## src/source/axi_consts.svh

```systemverilog
`ifndef AXI_CONSTS_SVH
`define AXI_CONSTS_SVH

// Byte address width on both the full and the Lite side.
`define AXI_ADDR_W 20

// Data bus width and its byte strobes.
`define AXI_DATA_W 16
`define AXI_STRB_W (`AXI_DATA_W / 8)

// Transaction ID and burst length widths.
`define AXI_ID_W 4
`define AXI_LEN_W 8

// Lite reads kept in flight by the read converter.
`define AXI_MAX_OUTST 4
`define AXI_OUTST_W 3

`endif
```

## src/source/axil_pkg.sv

```systemverilog
`include "axi_consts.svh"

package axil_pkg;

  // Only the two codes the memory produces.
  typedef enum logic [1:0] {
    RESP_OKAY   = 2'b00,
    RESP_SLVERR = 2'b10
  } resp_e;

  // Read or write address.
  typedef struct packed {
    logic [`AXI_ADDR_W-1:0] addr;
  } ax_chan_t;

  typedef struct packed {
    logic [`AXI_DATA_W-1:0] data;
    logic [`AXI_STRB_W-1:0] strb;
  } w_chan_t;

  typedef struct packed {
    logic [`AXI_DATA_W-1:0] data;
    resp_e                  resp;
  } r_chan_t;

endpackage

```

## src/source/axi_pkg.sv

```systemverilog
`include "axi_consts.svh"

package axi_pkg;

  // WRAP is stepped like INCR by the converters.
  typedef enum logic [1:0] {
    BURST_FIXED = 2'b00,
    BURST_INCR  = 2'b01,
    BURST_WRAP  = 2'b10
  } burst_e;

  // Shared by AR and AW.
  typedef struct packed {
    logic [`AXI_ID_W-1:0]   id;
    logic [`AXI_ADDR_W-1:0] addr;
    logic [`AXI_LEN_W-1:0]  len;
    logic [2:0]             size;
    burst_e                 burst;
  } ax_chan_t;

  typedef struct packed {
    logic [`AXI_DATA_W-1:0] data;
    logic [`AXI_STRB_W-1:0] strb;
    logic                   last;
  } w_chan_t;

  typedef struct packed {
    logic [`AXI_ID_W-1:0]   id;
    logic [`AXI_DATA_W-1:0] data;
    axil_pkg::resp_e        resp;
    logic                   last;
  } r_chan_t;

  typedef struct packed {
    logic [`AXI_ID_W-1:0] id;
    axil_pkg::resp_e      resp;
  } b_chan_t;

endpackage

```

## src/source/axi_axil_bridge_top.sv

```systemverilog
`timescale 1ns/1ns

module axi_axil_bridge_top (
  input  logic              clk,
  input  logic              rst_n,
  input  axi_pkg::ax_chan_t s_ar,
  input  logic              s_ar_valid,
  output logic              s_ar_ready,
  output axi_pkg::r_chan_t  s_r,
  output logic              s_r_valid,
  input  logic              s_r_ready,
  input  axi_pkg::ax_chan_t s_aw,
  input  logic              s_aw_valid,
  output logic              s_aw_ready,
  input  axi_pkg::w_chan_t  s_w,
  input  logic              s_w_valid,
  output logic              s_w_ready,
  output axi_pkg::b_chan_t  s_b,
  output logic              s_b_valid,
  input  logic              s_b_ready
);

  axil_pkg::ax_chan_t rd_ar;
  logic               rd_ar_valid;
  logic               rd_ar_ready;
  axil_pkg::r_chan_t  rd_r;
  logic               rd_r_valid;
  logic               rd_r_ready;
  axil_pkg::ax_chan_t wr_aw;
  logic               wr_aw_valid;
  logic               wr_aw_ready;
  axil_pkg::w_chan_t  wr_w;
  logic               wr_w_valid;
  logic               wr_w_ready;
  axil_pkg::resp_e    wr_b;
  logic               wr_b_valid;
  logic               wr_b_ready;

  axi_axil_rd axi_axil_rd_i (
    .clk        (clk),
    .rst_n      (rst_n),
    .s_ar       (s_ar),
    .s_ar_valid (s_ar_valid),
    .s_ar_ready (s_ar_ready),
    .s_r        (s_r),
    .s_r_valid  (s_r_valid),
    .s_r_ready  (s_r_ready),
    .m_ar       (rd_ar),
    .m_ar_valid (rd_ar_valid),
    .m_ar_ready (rd_ar_ready),
    .m_r        (rd_r),
    .m_r_valid  (rd_r_valid),
    .m_r_ready  (rd_r_ready)
  );

  axi_axil_wr axi_axil_wr_i (
    .clk        (clk),
    .rst_n      (rst_n),
    .s_aw       (s_aw),
    .s_aw_valid (s_aw_valid),
    .s_aw_ready (s_aw_ready),
    .s_w        (s_w),
    .s_w_valid  (s_w_valid),
    .s_w_ready  (s_w_ready),
    .s_b        (s_b),
    .s_b_valid  (s_b_valid),
    .s_b_ready  (s_b_ready),
    .m_aw       (wr_aw),
    .m_aw_valid (wr_aw_valid),
    .m_aw_ready (wr_aw_ready),
    .m_w        (wr_w),
    .m_w_valid  (wr_w_valid),
    .m_w_ready  (wr_w_ready),
    .m_b        (wr_b),
    .m_b_valid  (wr_b_valid),
    .m_b_ready  (wr_b_ready)
  );

  axil_sram #(
    .MEM_WORDS (256)
  ) axil_sram_i (
    .clk      (clk),
    .rst_n    (rst_n),
    .ar       (rd_ar),
    .ar_valid (rd_ar_valid),
    .ar_ready (rd_ar_ready),
    .r        (rd_r),
    .r_valid  (rd_r_valid),
    .r_ready  (rd_r_ready),
    .aw       (wr_aw),
    .aw_valid (wr_aw_valid),
    .aw_ready (wr_aw_ready),
    .w        (wr_w),
    .w_valid  (wr_w_valid),
    .w_ready  (wr_w_ready),
    .b        (wr_b),
    .b_valid  (wr_b_valid),
    .b_ready  (wr_b_ready)
  );

endmodule

```

## src/source/axil_sram.sv

```systemverilog
`timescale 1ns/1ns
`include "axi_consts.svh"

module axil_sram #(
  parameter int MEM_WORDS = 256
) (
  input  logic               clk,
  input  logic               rst_n,
  input  axil_pkg::ax_chan_t ar,
  input  logic               ar_valid,
  output logic               ar_ready,
  output axil_pkg::r_chan_t  r,
  output logic               r_valid,
  input  logic               r_ready,
  input  axil_pkg::ax_chan_t aw,
  input  logic               aw_valid,
  output logic               aw_ready,
  input  axil_pkg::w_chan_t  w,
  input  logic               w_valid,
  output logic               w_ready,
  output axil_pkg::resp_e    b,
  output logic               b_valid,
  input  logic               b_ready
);

  localparam int OFS_W = $clog2(`AXI_STRB_W);
  localparam int IDX_W = $clog2(MEM_WORDS);

  logic [`AXI_DATA_W-1:0]       mem [MEM_WORDS];
  logic [`AXI_ADDR_W-OFS_W-1:0] rd_word;
  logic [`AXI_ADDR_W-OFS_W-1:0] wr_word;
  logic                         rd_ok;
  logic                         wr_ok;
  logic                         ar_fire;
  logic                         wr_go;

  assign rd_word = ar.addr[`AXI_ADDR_W-1:OFS_W];
  assign wr_word = aw.addr[`AXI_ADDR_W-1:OFS_W];
  assign rd_ok   = 32'(rd_word) < MEM_WORDS;
  assign wr_ok   = 32'(wr_word) < MEM_WORDS;

  // One read per cycle while the response register drains.
  assign ar_ready = !r_valid || r_ready;
  assign ar_fire  = ar_valid && ar_ready;

  // Address and data are taken together.
  assign wr_go    = aw_valid && w_valid && (!b_valid || b_ready);
  assign aw_ready = wr_go;
  assign w_ready  = wr_go;

  always_ff @(posedge clk) begin
    if (!rst_n) begin
      r_valid <= 1'b0;
      b_valid <= 1'b0;
    end else begin
      if (ar_fire) begin
        r_valid <= 1'b1;
      end else if (r_ready) begin
        r_valid <= 1'b0;
      end
      if (wr_go) begin
        b_valid <= 1'b1;
      end else if (b_ready) begin
        b_valid <= 1'b0;
      end
    end
  end

  always_ff @(posedge clk) begin
    if (ar_fire) begin
      r.data <= rd_ok ? mem[rd_word[IDX_W-1:0]] : '0;
      r.resp <= rd_ok ? axil_pkg::RESP_OKAY : axil_pkg::RESP_SLVERR;
    end
    if (wr_go) begin
      b <= wr_ok ? axil_pkg::RESP_OKAY : axil_pkg::RESP_SLVERR;
    end
    // Byte lanes without a strobe keep their old value.
    if (wr_go && wr_ok) begin
      for (int i = 0; i < `AXI_STRB_W; i++) begin
        if (w.strb[i]) begin
          mem[wr_word[IDX_W-1:0]][i*8 +: 8] <= w.data[i*8 +: 8];
        end
      end
    end
  end

  a_r_stable: assert property (@(posedge clk) disable iff (!rst_n)
    r_valid && !r_ready |=> r_valid && $stable(r));

endmodule

```

## src/source/axi_axil_wr.sv

```systemverilog
`timescale 1ns/1ns
`include "axi_consts.svh"

module axi_axil_wr (
  input  logic               clk,
  input  logic               rst_n,
  input  axi_pkg::ax_chan_t  s_aw,
  input  logic               s_aw_valid,
  output logic               s_aw_ready,
  input  axi_pkg::w_chan_t   s_w,
  input  logic               s_w_valid,
  output logic               s_w_ready,
  output axi_pkg::b_chan_t   s_b,
  output logic               s_b_valid,
  input  logic               s_b_ready,
  output axil_pkg::ax_chan_t m_aw,
  output logic               m_aw_valid,
  input  logic               m_aw_ready,
  output axil_pkg::w_chan_t  m_w,
  output logic               m_w_valid,
  input  logic               m_w_ready,
  input  axil_pkg::resp_e    m_b,
  input  logic               m_b_valid,
  output logic               m_b_ready
);

  typedef enum logic [1:0] {
    WR_IDLE,
    WR_DATA,
    WR_RESP
  } wr_state_e;

  wr_state_e               state_q;
  logic [`AXI_ID_W-1:0]    id_q;
  axi_pkg::burst_e         burst_q;
  logic [2:0]              size_q;
  logic [`AXI_LEN_W-1:0]   len_q;
  logic [`AXI_ADDR_W-1:0]  addr_q;
  logic [`AXI_ADDR_W-1:0]  addr_step;
  logic [`AXI_LEN_W:0]     sent_q;
  logic [`AXI_LEN_W-1:0]   acked_q;
  logic                    err_q;
  logic                    aw_fire;
  logic                    w_fire;
  logic                    b_fire;

  assign s_aw_ready = (state_q == WR_IDLE);
  assign aw_fire    = s_aw_valid && s_aw_ready;

  // A beat is taken only when both Lite registers are empty.
  assign s_w_ready = (state_q == WR_DATA) && !m_aw_valid && !m_w_valid &&
                     (sent_q <= {1'b0, len_q});
  assign w_fire    = s_w_valid && s_w_ready;

  assign addr_step = (burst_q == axi_pkg::BURST_FIXED) ? '0 : (`AXI_ADDR_W'(1) << size_q);

  assign m_b_ready = (state_q == WR_DATA);
  assign b_fire    = m_b_valid && m_b_ready;

  // One response for the whole burst and SLVERR if any beat failed.
  assign s_b_valid = (state_q == WR_RESP);
  assign s_b.id    = id_q;
  assign s_b.resp  = err_q ? axil_pkg::RESP_SLVERR : axil_pkg::RESP_OKAY;

  always_ff @(posedge clk) begin
    if (!rst_n) begin
      state_q    <= WR_IDLE;
      sent_q     <= '0;
      acked_q    <= '0;
      err_q      <= 1'b0;
      m_aw_valid <= 1'b0;
      m_w_valid  <= 1'b0;
    end else begin
      case (state_q)
        WR_IDLE: begin
          if (aw_fire) begin
            state_q <= WR_DATA;
            sent_q  <= '0;
            acked_q <= '0;
            err_q   <= 1'b0;
          end
        end
        WR_DATA: begin
          if (w_fire) begin
            sent_q <= sent_q + 1'b1;
          end
          if (b_fire) begin
            acked_q <= acked_q + 1'b1;
            if (m_b == axil_pkg::RESP_SLVERR) begin
              err_q <= 1'b1;
            end
            if (acked_q == len_q) begin
              state_q <= WR_RESP;
            end
          end
        end
        WR_RESP: begin
          if (s_b_ready) begin
            state_q <= WR_IDLE;
          end
        end
        default: state_q <= WR_IDLE;
      endcase

      if (w_fire) begin
        m_aw_valid <= 1'b1;
      end else if (m_aw_ready) begin
        m_aw_valid <= 1'b0;
      end
      if (w_fire) begin
        m_w_valid <= 1'b1;
      end else if (m_w_ready) begin
        m_w_valid <= 1'b0;
      end
    end
  end

  // Burst attributes and the registered Lite pair.
  always_ff @(posedge clk) begin
    if (aw_fire) begin
      id_q    <= s_aw.id;
      burst_q <= s_aw.burst;
      size_q  <= s_aw.size;
      len_q   <= s_aw.len;
      addr_q  <= s_aw.addr;
    end else if (w_fire) begin
      addr_q <= addr_q + addr_step;
    end
    if (w_fire) begin
      m_aw.addr <= addr_q;
      m_w.data  <= s_w.data;
      m_w.strb  <= s_w.strb;
    end
  end

  // The master must mark the final beat of the burst, and only that one.
  a_w_last: assert property (@(posedge clk) disable iff (!rst_n)
    w_fire |-> (s_w.last == (sent_q == {1'b0, len_q})));

endmodule

```

## src/source/axi_axil_rd.sv

```systemverilog
`timescale 1ns/1ns
`include "axi_consts.svh"

module axi_axil_rd (
  input  logic               clk,
  input  logic               rst_n,
  input  axi_pkg::ax_chan_t  s_ar,
  input  logic               s_ar_valid,
  output logic               s_ar_ready,
  output axi_pkg::r_chan_t   s_r,
  output logic               s_r_valid,
  input  logic               s_r_ready,
  output axil_pkg::ax_chan_t m_ar,
  output logic               m_ar_valid,
  input  logic               m_ar_ready,
  input  axil_pkg::r_chan_t  m_r,
  input  logic               m_r_valid,
  output logic               m_r_ready
);

  typedef enum logic {
    RD_IDLE,
    RD_BURST
  } rd_state_e;

  rd_state_e                state_q;
  logic [`AXI_ID_W-1:0]     id_q;
  axi_pkg::burst_e          burst_q;
  logic [2:0]               size_q;
  logic [`AXI_LEN_W-1:0]    len_q;
  logic [`AXI_ADDR_W-1:0]   addr_q;
  logic [`AXI_ADDR_W-1:0]   addr_step;
  logic [`AXI_LEN_W:0]      issued_q;
  logic [`AXI_LEN_W-1:0]    returned_q;
  logic [`AXI_OUTST_W-1:0]  inflight_q;
  logic                     ar_fire;
  logic                     ar_issue;
  logic                     r_fire;
  logic                     last_beat;

  assign s_ar_ready = (state_q == RD_IDLE);
  assign ar_fire    = s_ar_valid && s_ar_ready;

  // Issue while beats remain and the in-flight window has room.
  assign m_ar_valid = (state_q == RD_BURST) &&
                      (issued_q <= {1'b0, len_q}) &&
                      (inflight_q < `AXI_OUTST_W'(`AXI_MAX_OUTST));
  assign m_ar       = '{addr: addr_q};
  assign ar_issue   = m_ar_valid && m_ar_ready;

  // FIXED bursts hit the same address every beat.
  assign addr_step = (burst_q == axi_pkg::BURST_FIXED) ? '0 : (`AXI_ADDR_W'(1) << size_q);

  // Lite data goes straight through with the burst ID attached.
  assign last_beat = (returned_q == len_q);
  assign s_r       = '{id: id_q, data: m_r.data, resp: m_r.resp, last: last_beat};
  assign s_r_valid = m_r_valid;
  assign m_r_ready = s_r_ready;
  assign r_fire    = m_r_valid && m_r_ready;

  always_ff @(posedge clk) begin
    if (!rst_n) begin
      state_q    <= RD_IDLE;
      issued_q   <= '0;
      returned_q <= '0;
      inflight_q <= '0;
    end else begin
      if (ar_fire) begin
        state_q    <= RD_BURST;
        issued_q   <= '0;
        returned_q <= '0;
      end else begin
        if (ar_issue) begin
          issued_q <= issued_q + 1'b1;
        end
        if (r_fire) begin
          returned_q <= returned_q + 1'b1;
          if (last_beat) begin
            state_q <= RD_IDLE;
          end
        end
      end
      case ({ar_issue, r_fire})
        2'b10:   inflight_q <= inflight_q + 1'b1;
        2'b01:   inflight_q <= inflight_q - 1'b1;
        default: inflight_q <= inflight_q;
      endcase
    end
  end

  // Burst attributes and the stepping address.
  always_ff @(posedge clk) begin
    if (ar_fire) begin
      id_q    <= s_ar.id;
      burst_q <= s_ar.burst;
      size_q  <= s_ar.size;
      len_q   <= s_ar.len;
      addr_q  <= s_ar.addr;
    end else if (ar_issue) begin
      addr_q <= addr_q + addr_step;
    end
  end

  a_outst_limit: assert property (@(posedge clk) disable iff (!rst_n)
    inflight_q <= `AXI_OUTST_W'(`AXI_MAX_OUTST));

  // The memory answers only reads this converter has issued.
  a_no_stray_r: assert property (@(posedge clk) disable iff (!rst_n)
    m_r_valid |-> inflight_q != '0);

endmodule

```

## config.mk

```make
export PLATFORM = sky130hd
export DESIGN_NAME = axi_axil_bridge_top
export DESIGN_NICKNAME = d
export VERILOG_FILES = /design/src/source/axil_pkg.sv /design/src/source/axi_pkg.sv /design/src/source/axi_axil_bridge_top.sv /design/src/source/axil_sram.sv /design/src/source/axi_axil_wr.sv /design/src/source/axi_axil_rd.sv
export VERILOG_INCLUDE_DIRS = /design/src /design/src/source
export SDC_FILE = /design/constraint.sdc
export NUM_CORES = 2
export LEC_CHECK = 0
export BUFFER_PORTS_ARGS = -buffer_cell sky130_fd_sc_hd__buf_2
export CORE_ASPECT_RATIO = 0.9
export CORE_UTILIZATION = 50
export CTS_BUF_LIST = sky130_fd_sc_hd__clkbuf_8
export DETAILED_ROUTE_END_ITERATION = 7
export PLACE_DENSITY = 0.68
export REMOVE_ABC_BUFFERS = 1
export SETUP_SLACK_MARGIN = 0.3
export SLEW_MARGIN = 20
export SYNTH_ARGS = -nofsm -noshare
export SYNTH_HDL_FRONTEND = slang
export SYNTH_SLANG_ARGS = --single-unit
```

## constraint.sdc

```tcl
create_clock -name clk -period 6.1 [get_ports clk]
set_clock_uncertainty 0.2 [all_clocks]
set_input_delay 1.22 -clock clk [delete_from_list [all_inputs] [get_ports clk]]
set_output_delay 1.22 -clock clk [all_outputs]
set_load 0.05 [all_outputs]
```

-- Word-level counts from Yosys, hierarchy flattened
Memories as Yosys holds them, arrays and structs flattened. A register that Yosys moved wholly into a read port is not among the register bits.
Cells that the tools add are included.
- bits in registers: 160
- bits in latches: 0
- RAM bits: 4096
- memory bits (read-only): 0
- output and inout port bits: 34
- memories kept: 1
- memory list (memory ; words ; bits a word ; rd ports ; clocked after Yosys merged registers in ; write ports ; RTL line ; text):
    axil_sram_i.mem ; 256 ; 16 ; 1 ; 1 ; 1 ; axil_sram.sv:29 ; logic [`AXI_DATA_W-1:0] mem [MEM_WORDS];
- add/sub/neg operators: 8
- multipliers: 0
- div/mod/pow operators: 0
- magnitude comparators: 5
- equality and inequality tests: 13
- shift-type cells: 2
- multiplexer cells: 40
- bitwise operators: 2
- reduce and logical (&&, ||, !) cells: 37
- operators by type and width (cell ; number):
    two-way mux 20 bit ; 6
    adder 20 bit ; 2
    left shift 1 x 3 -> 20 bit, first input constant ; 2
    less-than comparator 19 x 9 -> 1 bit, second input constant ; 2
    adder 9 x 1 -> 9 bit, second input constant ; 2
    less-or-equal comparator 9 x 8 -> 1 bit ; 2
    two-way mux 1 bit ; 18
    two-way mux 9 bit ; 2
    case mux 9 bit (2 select lines) ; 1
    nonzero test 2 bit ; 9
    adder 8 x 1 -> 8 bit, second input constant ; 2
    == test 8 bit ; 2
    two-way mux 8 bit ; 2
    case mux 8 bit (2 select lines) ; 1
    two-way mux 2 bit ; 7
    logical AND 1 bit ; 13
    inequality test 2 bit, second input constant ; 5
    AND reduction 4 bit ; 2
    == test 2 bit, second input constant ; 3
    zero test 2 bit ; 3
    case mux 2 bit (3 select lines) ; 1
    case mux 3 bit (2 select lines) ; 1
    AND reduction 3 bit ; 2
    == test 2 x 1 -> 1 bit, second input constant ; 2
    other kinds (10) ; 15

-- Longest topological paths before layout
- depth after elaboration: 7
- gate-level depth with buffers: 13

-- Hierarchy
A second synthesis with hierarchy kept.
- cell total of the unflattened synthesis: 8197
- area total of the unflattened synthesis: 167853.5 um^2
- modules (own cells, without submodules) (module ; times used ; cells an instance ; area an instance (um^2)):
    axil_sram ; 1 ; 7484 ; 160067.3
    axi_axil_wr ; 1 ; 372 ; 4414.2
    axi_axil_rd ; 1 ; 341 ; 3372.0

-- Least setup slack after synthesis
No wires, ideal clock.
- kind: input-to-reg
- start point: input s_w_valid
- end point: register axi_axil_wr_i.sent_q[1]
- setup time: 120 ps
- arrival time: 4793 ps
- required time: 5780 ps
- setup slack: 987 ps
- stages on the path: 6
- path buffers: 1
- path through: nand2_1 -> a31oi_1 -> or2_2 -> clkbuf_1 -> mux2i_1 -> nor2_1
- longest elaborated chain between the ends: 3
- RTL lines (what ; RTL line ; text):
    from (decl) ; axi_axil_bridge_top.sv:16 ; input logic s_w_valid,
    logical AND 1 bit ; axi_axil_wr.sv:53 ; assign w_fire = s_w_valid && s_w_ready;
    net axi_axil_wr_i.w_fire ; axi_axil_wr.sv:44 ; logic w_fire;
    inequality test 2 bit (no source line) ; - ;
    AND reduction 3 bit (no source line) ; - ;
    to (signal assigned) ; axi_axil_wr.sv:85 ; sent_q <= sent_q + 1'b1;
    to (decl) ; axi_axil_wr.sv:40 ; logic [`AXI_LEN_W:0] sent_q;
The timed path passes the listed nets, and every way through them passes these cells.
A chain may end at the register's enable or synchronous reset.

-- Final worst setup path
- start point: register axi_axil_rd_i.addr_q[5] (netlist: axi_axil_rd_i.m_ar[5])
- end point: register axil_sram_i.r[2] (netlist name)
- longest elaborated chain between the ends: 2
- RTL lines (what ; RTL line ; text):
    from (decl) ; axi_axil_rd.sv:31 ; logic [`AXI_ADDR_W-1:0] addr_q;
    from (signal assigned) ; axi_axil_rd.sv:98 ; addr_q <= s_ar.addr;
    from (signal assigned) ; axi_axil_rd.sv:100 ; addr_q <= addr_q + addr_step;
    less-than comparator 19 x 9 -> 1 bit ; axil_sram.sv:39 ; assign rd_ok = 32'(rd_word) < MEM_WORDS;
    zero test 1 bit (no source line) ; - ;
Parallel ways exist; a longest one is shown, timed or not.

==> flow_summary.json <==
{
  "port_buffers": 130,
  "dr.pass1.iters": 6,
  "area_growth_syn_to_layout_pct": 10.40,
  "start_util": 0.5040,
  "setup_violations": 0,
  "antenna_found_initial": 12,
  "ys.flop_type": "edfxtp_1",
  "io_pins": 134,
  "synth.area.top_cells": "edfxtp_1 77%, mux4_2 13%, nor2_1 1.4%",
  "final_common_cell": "edfxtp_1",
  "path_class": "reg -> reg",
  "tritoncts": "done",
  "p_sw_frac": 0.2561,
  "clkSlewWorstSetupHoldPaths_ns": 0.07,
  "die_x_um": 607.6,
  "place.gp.congestion": 0.8469,
  "n_fill_cell": 24020,
  "seqPwrFrac": 0.525,
  "ant_nets": 0,
  "drt_iter0_drc": 10030,
  "setup_slack_ns": 1.193,
  "hold_viol_final": 0,
  "hold_slack_ns": 0.1133,
  "ys_async_sr_fraction": 0,
  "yosysTopAreaCell": "edfxtp_1",
  "hp-class": "in -> reg",
  "die_area_um2": 332400,
  "drv_cap": 0,
  "ys_warn_count": 0,
  "p_sw_mw": 15.85,
  "worst-slew-pin-transition_ns": 1.228,
  "startpoint_type": "register",
  "grt_max_degree": 256,
  "p_clk_frac": 0.336,
  "vdd_drop_max_mv": 0.2403,
  "grt_pass1_wl_um": 569700,
  "die_h_um": 547.0,
  "synth_area_um2": 165000,
  "path_max_fanout": 16,
  "slew_viol_final": 0,
  "crit_required_ns": 6.82,
  "hpwl_um": 231400,
  "synth_edf_count": 4225,
  "cts.path.max_buffers": 4,
  "rsz0062_at_grt": "no",
  "cts_buffers": 635,
  "via_per_inst": 6.221,
  "ys_ff_latch": 4269,
  "vias": 81730,
  "cts_hold_buf": 0,
  "grt_pass1_vias": 82360,
  "cp.arrival_ns": 5.63,
  "track_usage": 0.2348,
  "ys_types": 72,
  "period_minus_slack_ns": 4.907,
  "drc": 0,
  "row_count": 199,
  "ys_seq_area_frac": 0.7741,
  "wl_per_cell_um": 30.03,
  "clock-root-buffer": "clkbuf_8",
  "coreArea_um2": 327400,
  "finalWirelength_um": 394600,
  "cts_setup_buffers": 0,
  "final_nets": 8486,
  "clk_latency_ns": 1.09,
  "max_freq_ghz": 0.2038,
  "mostFrequentLayoutCells": "4225 x edfxtp_1, 972 x mux4_2, 661 x clkbuf_8",
  "syn_inst": 7845,
  "overflow": 0,
  "status": "finished, final reports clean",
  "syn_avg_cell_area_um2": 21.04,
  "cts_resized": 0,
  "p_comb_frac": 0.139,
  "placement.setup.worst_slack_ns": 1.447,
  "cts_sinks": 4269,
  "period_share": 0.8044,
  "cp-end-kind": "register",
  "power_leakage_nw": 56.86,
  "htree_levels": 6,
  "finalCoreUtilization": 0.5565,
  "synth_top_area_share": 0.7688,
  "drive_gt1_frac": 0.2391,
  "powerDensity_nw_per_um2": 339.7,
  "slew_headroom": 0.1813,
  "power.internal_mw": 46.04
}
per-layer routing:
layer | GRT usage | vias up | routed length [um]
met5 | 0 | - | 0
met4 | 0.07386 | 0 | 12410
met3 | 0.04277 | 609 | 34230
met2 | 0.3699 | 4059 | 189600
met1 | 0.3369 | 43250 | 158400
li1 | - | 33810 | -
area by class of cell:
cell class                      count  area [um^2]  area share
Sequential cell                  4269       127800      0.7012
Tap cell                         4321         5406     0.02967
Inverter                           43        161.4   0.0008859
Clock inverter                    437         1916     0.01051
Timing Repair Buffer              332         2834     0.01555
Multi-Input combinational cell   3065        35000      0.1921
Antenna cell                       10        25.02   0.0001373
Clock buffer                      661         9097     0.04993
stage by stage:
stage	power, mW	cells	TNS, ns	area (um^2)
3_5_place_dp	41.67	12030	0	171100
3_3_place_gp	41.58	12030	0	171000
4_1_cts	62.13	13130	0	182100
6_report	61.89	13140	0	182200
2_1_floorplan	41.60	7377	-1357.64	162800
5_1_grt	63.71	13140	0	182200
power groups by stage:
stage / clock (mW) / sequential (mW) / combinational, mW
floorplan: 0 / 33.9 / 7.70
global placement: 0 / 33.1 / 8.49
detailed placement: 0 / 33.1 / 8.59
CTS: 21.0 / 32.5 / 8.62
global route: 22.2 / 32.5 / 9.01
finish: 20.8 / 32.5 / 8.60
Yosys cell counts (8+ instances only):
| master | count |
|---|---|
| xnor2_1 | 30 |
| a2111oi_0 | 15 |
| a31o_2 | 8 |
| o211ai_1 | 8 |
| or4_1 | 8 |
| edfxtp_1 | 4225 |
| clkbuf_1 | 250 |
| and3_1 | 16 |
| a22o_1 | 20 |
| a211oi_1 | 22 |
| a221oi_1 | 27 |
| mux2_2 | 36 |
| nand2b_1 | 13 |
| o221ai_1 | 46 |
| a21oi_1 | 80 |
| xor2_1 | 44 |
| o21ai_0 | 56 |
| o22ai_1 | 183 |
| nor3_1 | 21 |
| mux2i_1 | 200 |
| inv_1 | 43 |
| a31oi_1 | 16 |
| nand4_1 | 48 |
| dfxtp_1 | 44 |
| nor2_1 | 629 |
| ha_1 | 37 |
| nand3b_1 | 9 |
| nor4_1 | 20 |
| buf_2 | 103 |
| mux4_2 | 972 |
| buf_4 | 82 |
| buf_1 | 26 |
| and2_1 | 8 |
| nor2b_1 | 21 |
| a22oi_1 | 147 |
| or3_1 | 13 |
| nand2_1 | 113 |
| o2111ai_1 | 20 |
| nand3_1 | 116 |
worst max-delay path, cell delays in order (launching register included):
cell and delay (ns):
edfxtp_1 1.09, nand3b_1 1.04, buf_4 0.57, o22ai_1 0.19, a2111oi_0 0.19, a2111oi_0 0.68, nand3_1 0.51, nand4_1 0.22
worst paths after layout:
kind / start / endpoint / slack (ns) / cells past startpoint
max: axi_axil_rd_i.m_ar[5] / axil_sram_i.r[2] / 1.19 / 7
min: s_w[14] / axi_axil_wr_i.m_w[13] / 0.11 / 1
max reg2reg: axi_axil_rd_i.m_ar[5] / axil_sram_i.r[2] / 1.19 / 7
min reg2reg: axi_axil_wr_i.sent_q[8] / axi_axil_wr_i.sent_q[8] / 0.27 / 2
state kept, by name, indices dropped and copies added, names as in the netlist, 3 cells and up:
name	count
axil_sram_i.mem	4096
axi_axil_rd_i.m_ar	20
axi_axil_wr_i.addr_q	20
axi_axil_wr_i.m_aw	19
axi_axil_wr_i.m_w	18
axil_sram_i.r	17
axi_axil_rd_i.issued_q	9
axi_axil_wr_i.sent_q	9
axi_axil_rd_i.len_q	8
axi_axil_rd_i.returned_q	8
axi_axil_wr_i.acked_q	8
axi_axil_wr_i.len_q	8
axi_axil_rd_i.id_q	4
axi_axil_wr_i.id_q	4
axi_axil_rd_i.inflight_q	3
axi_axil_rd_i.size_q	3
axi_axil_wr_i.size_q	3
cells by family (layout without fill, tap and decap cells):
logic type | count (synthesis) | after routing | share of synthesized area
DFF | 4269 | 4269 | 0.7741
muxes | 1208 | 1208 | 0.1472
and+or+nand+nor | 1061 | 1061 | 0.02848
AOI/OAI and AO/OA | 680 | 680 | 0.02845
buffers and inverters | 512 | 1473 | 0.01459
xor gates and xnor gates | 74 | 74 | 0.003927
adders and majority gates | 40 | 40 | 0.003169
other | 1 | 12 | 0.00002272
Note: power is estimated with default switching activity, not from simulation.
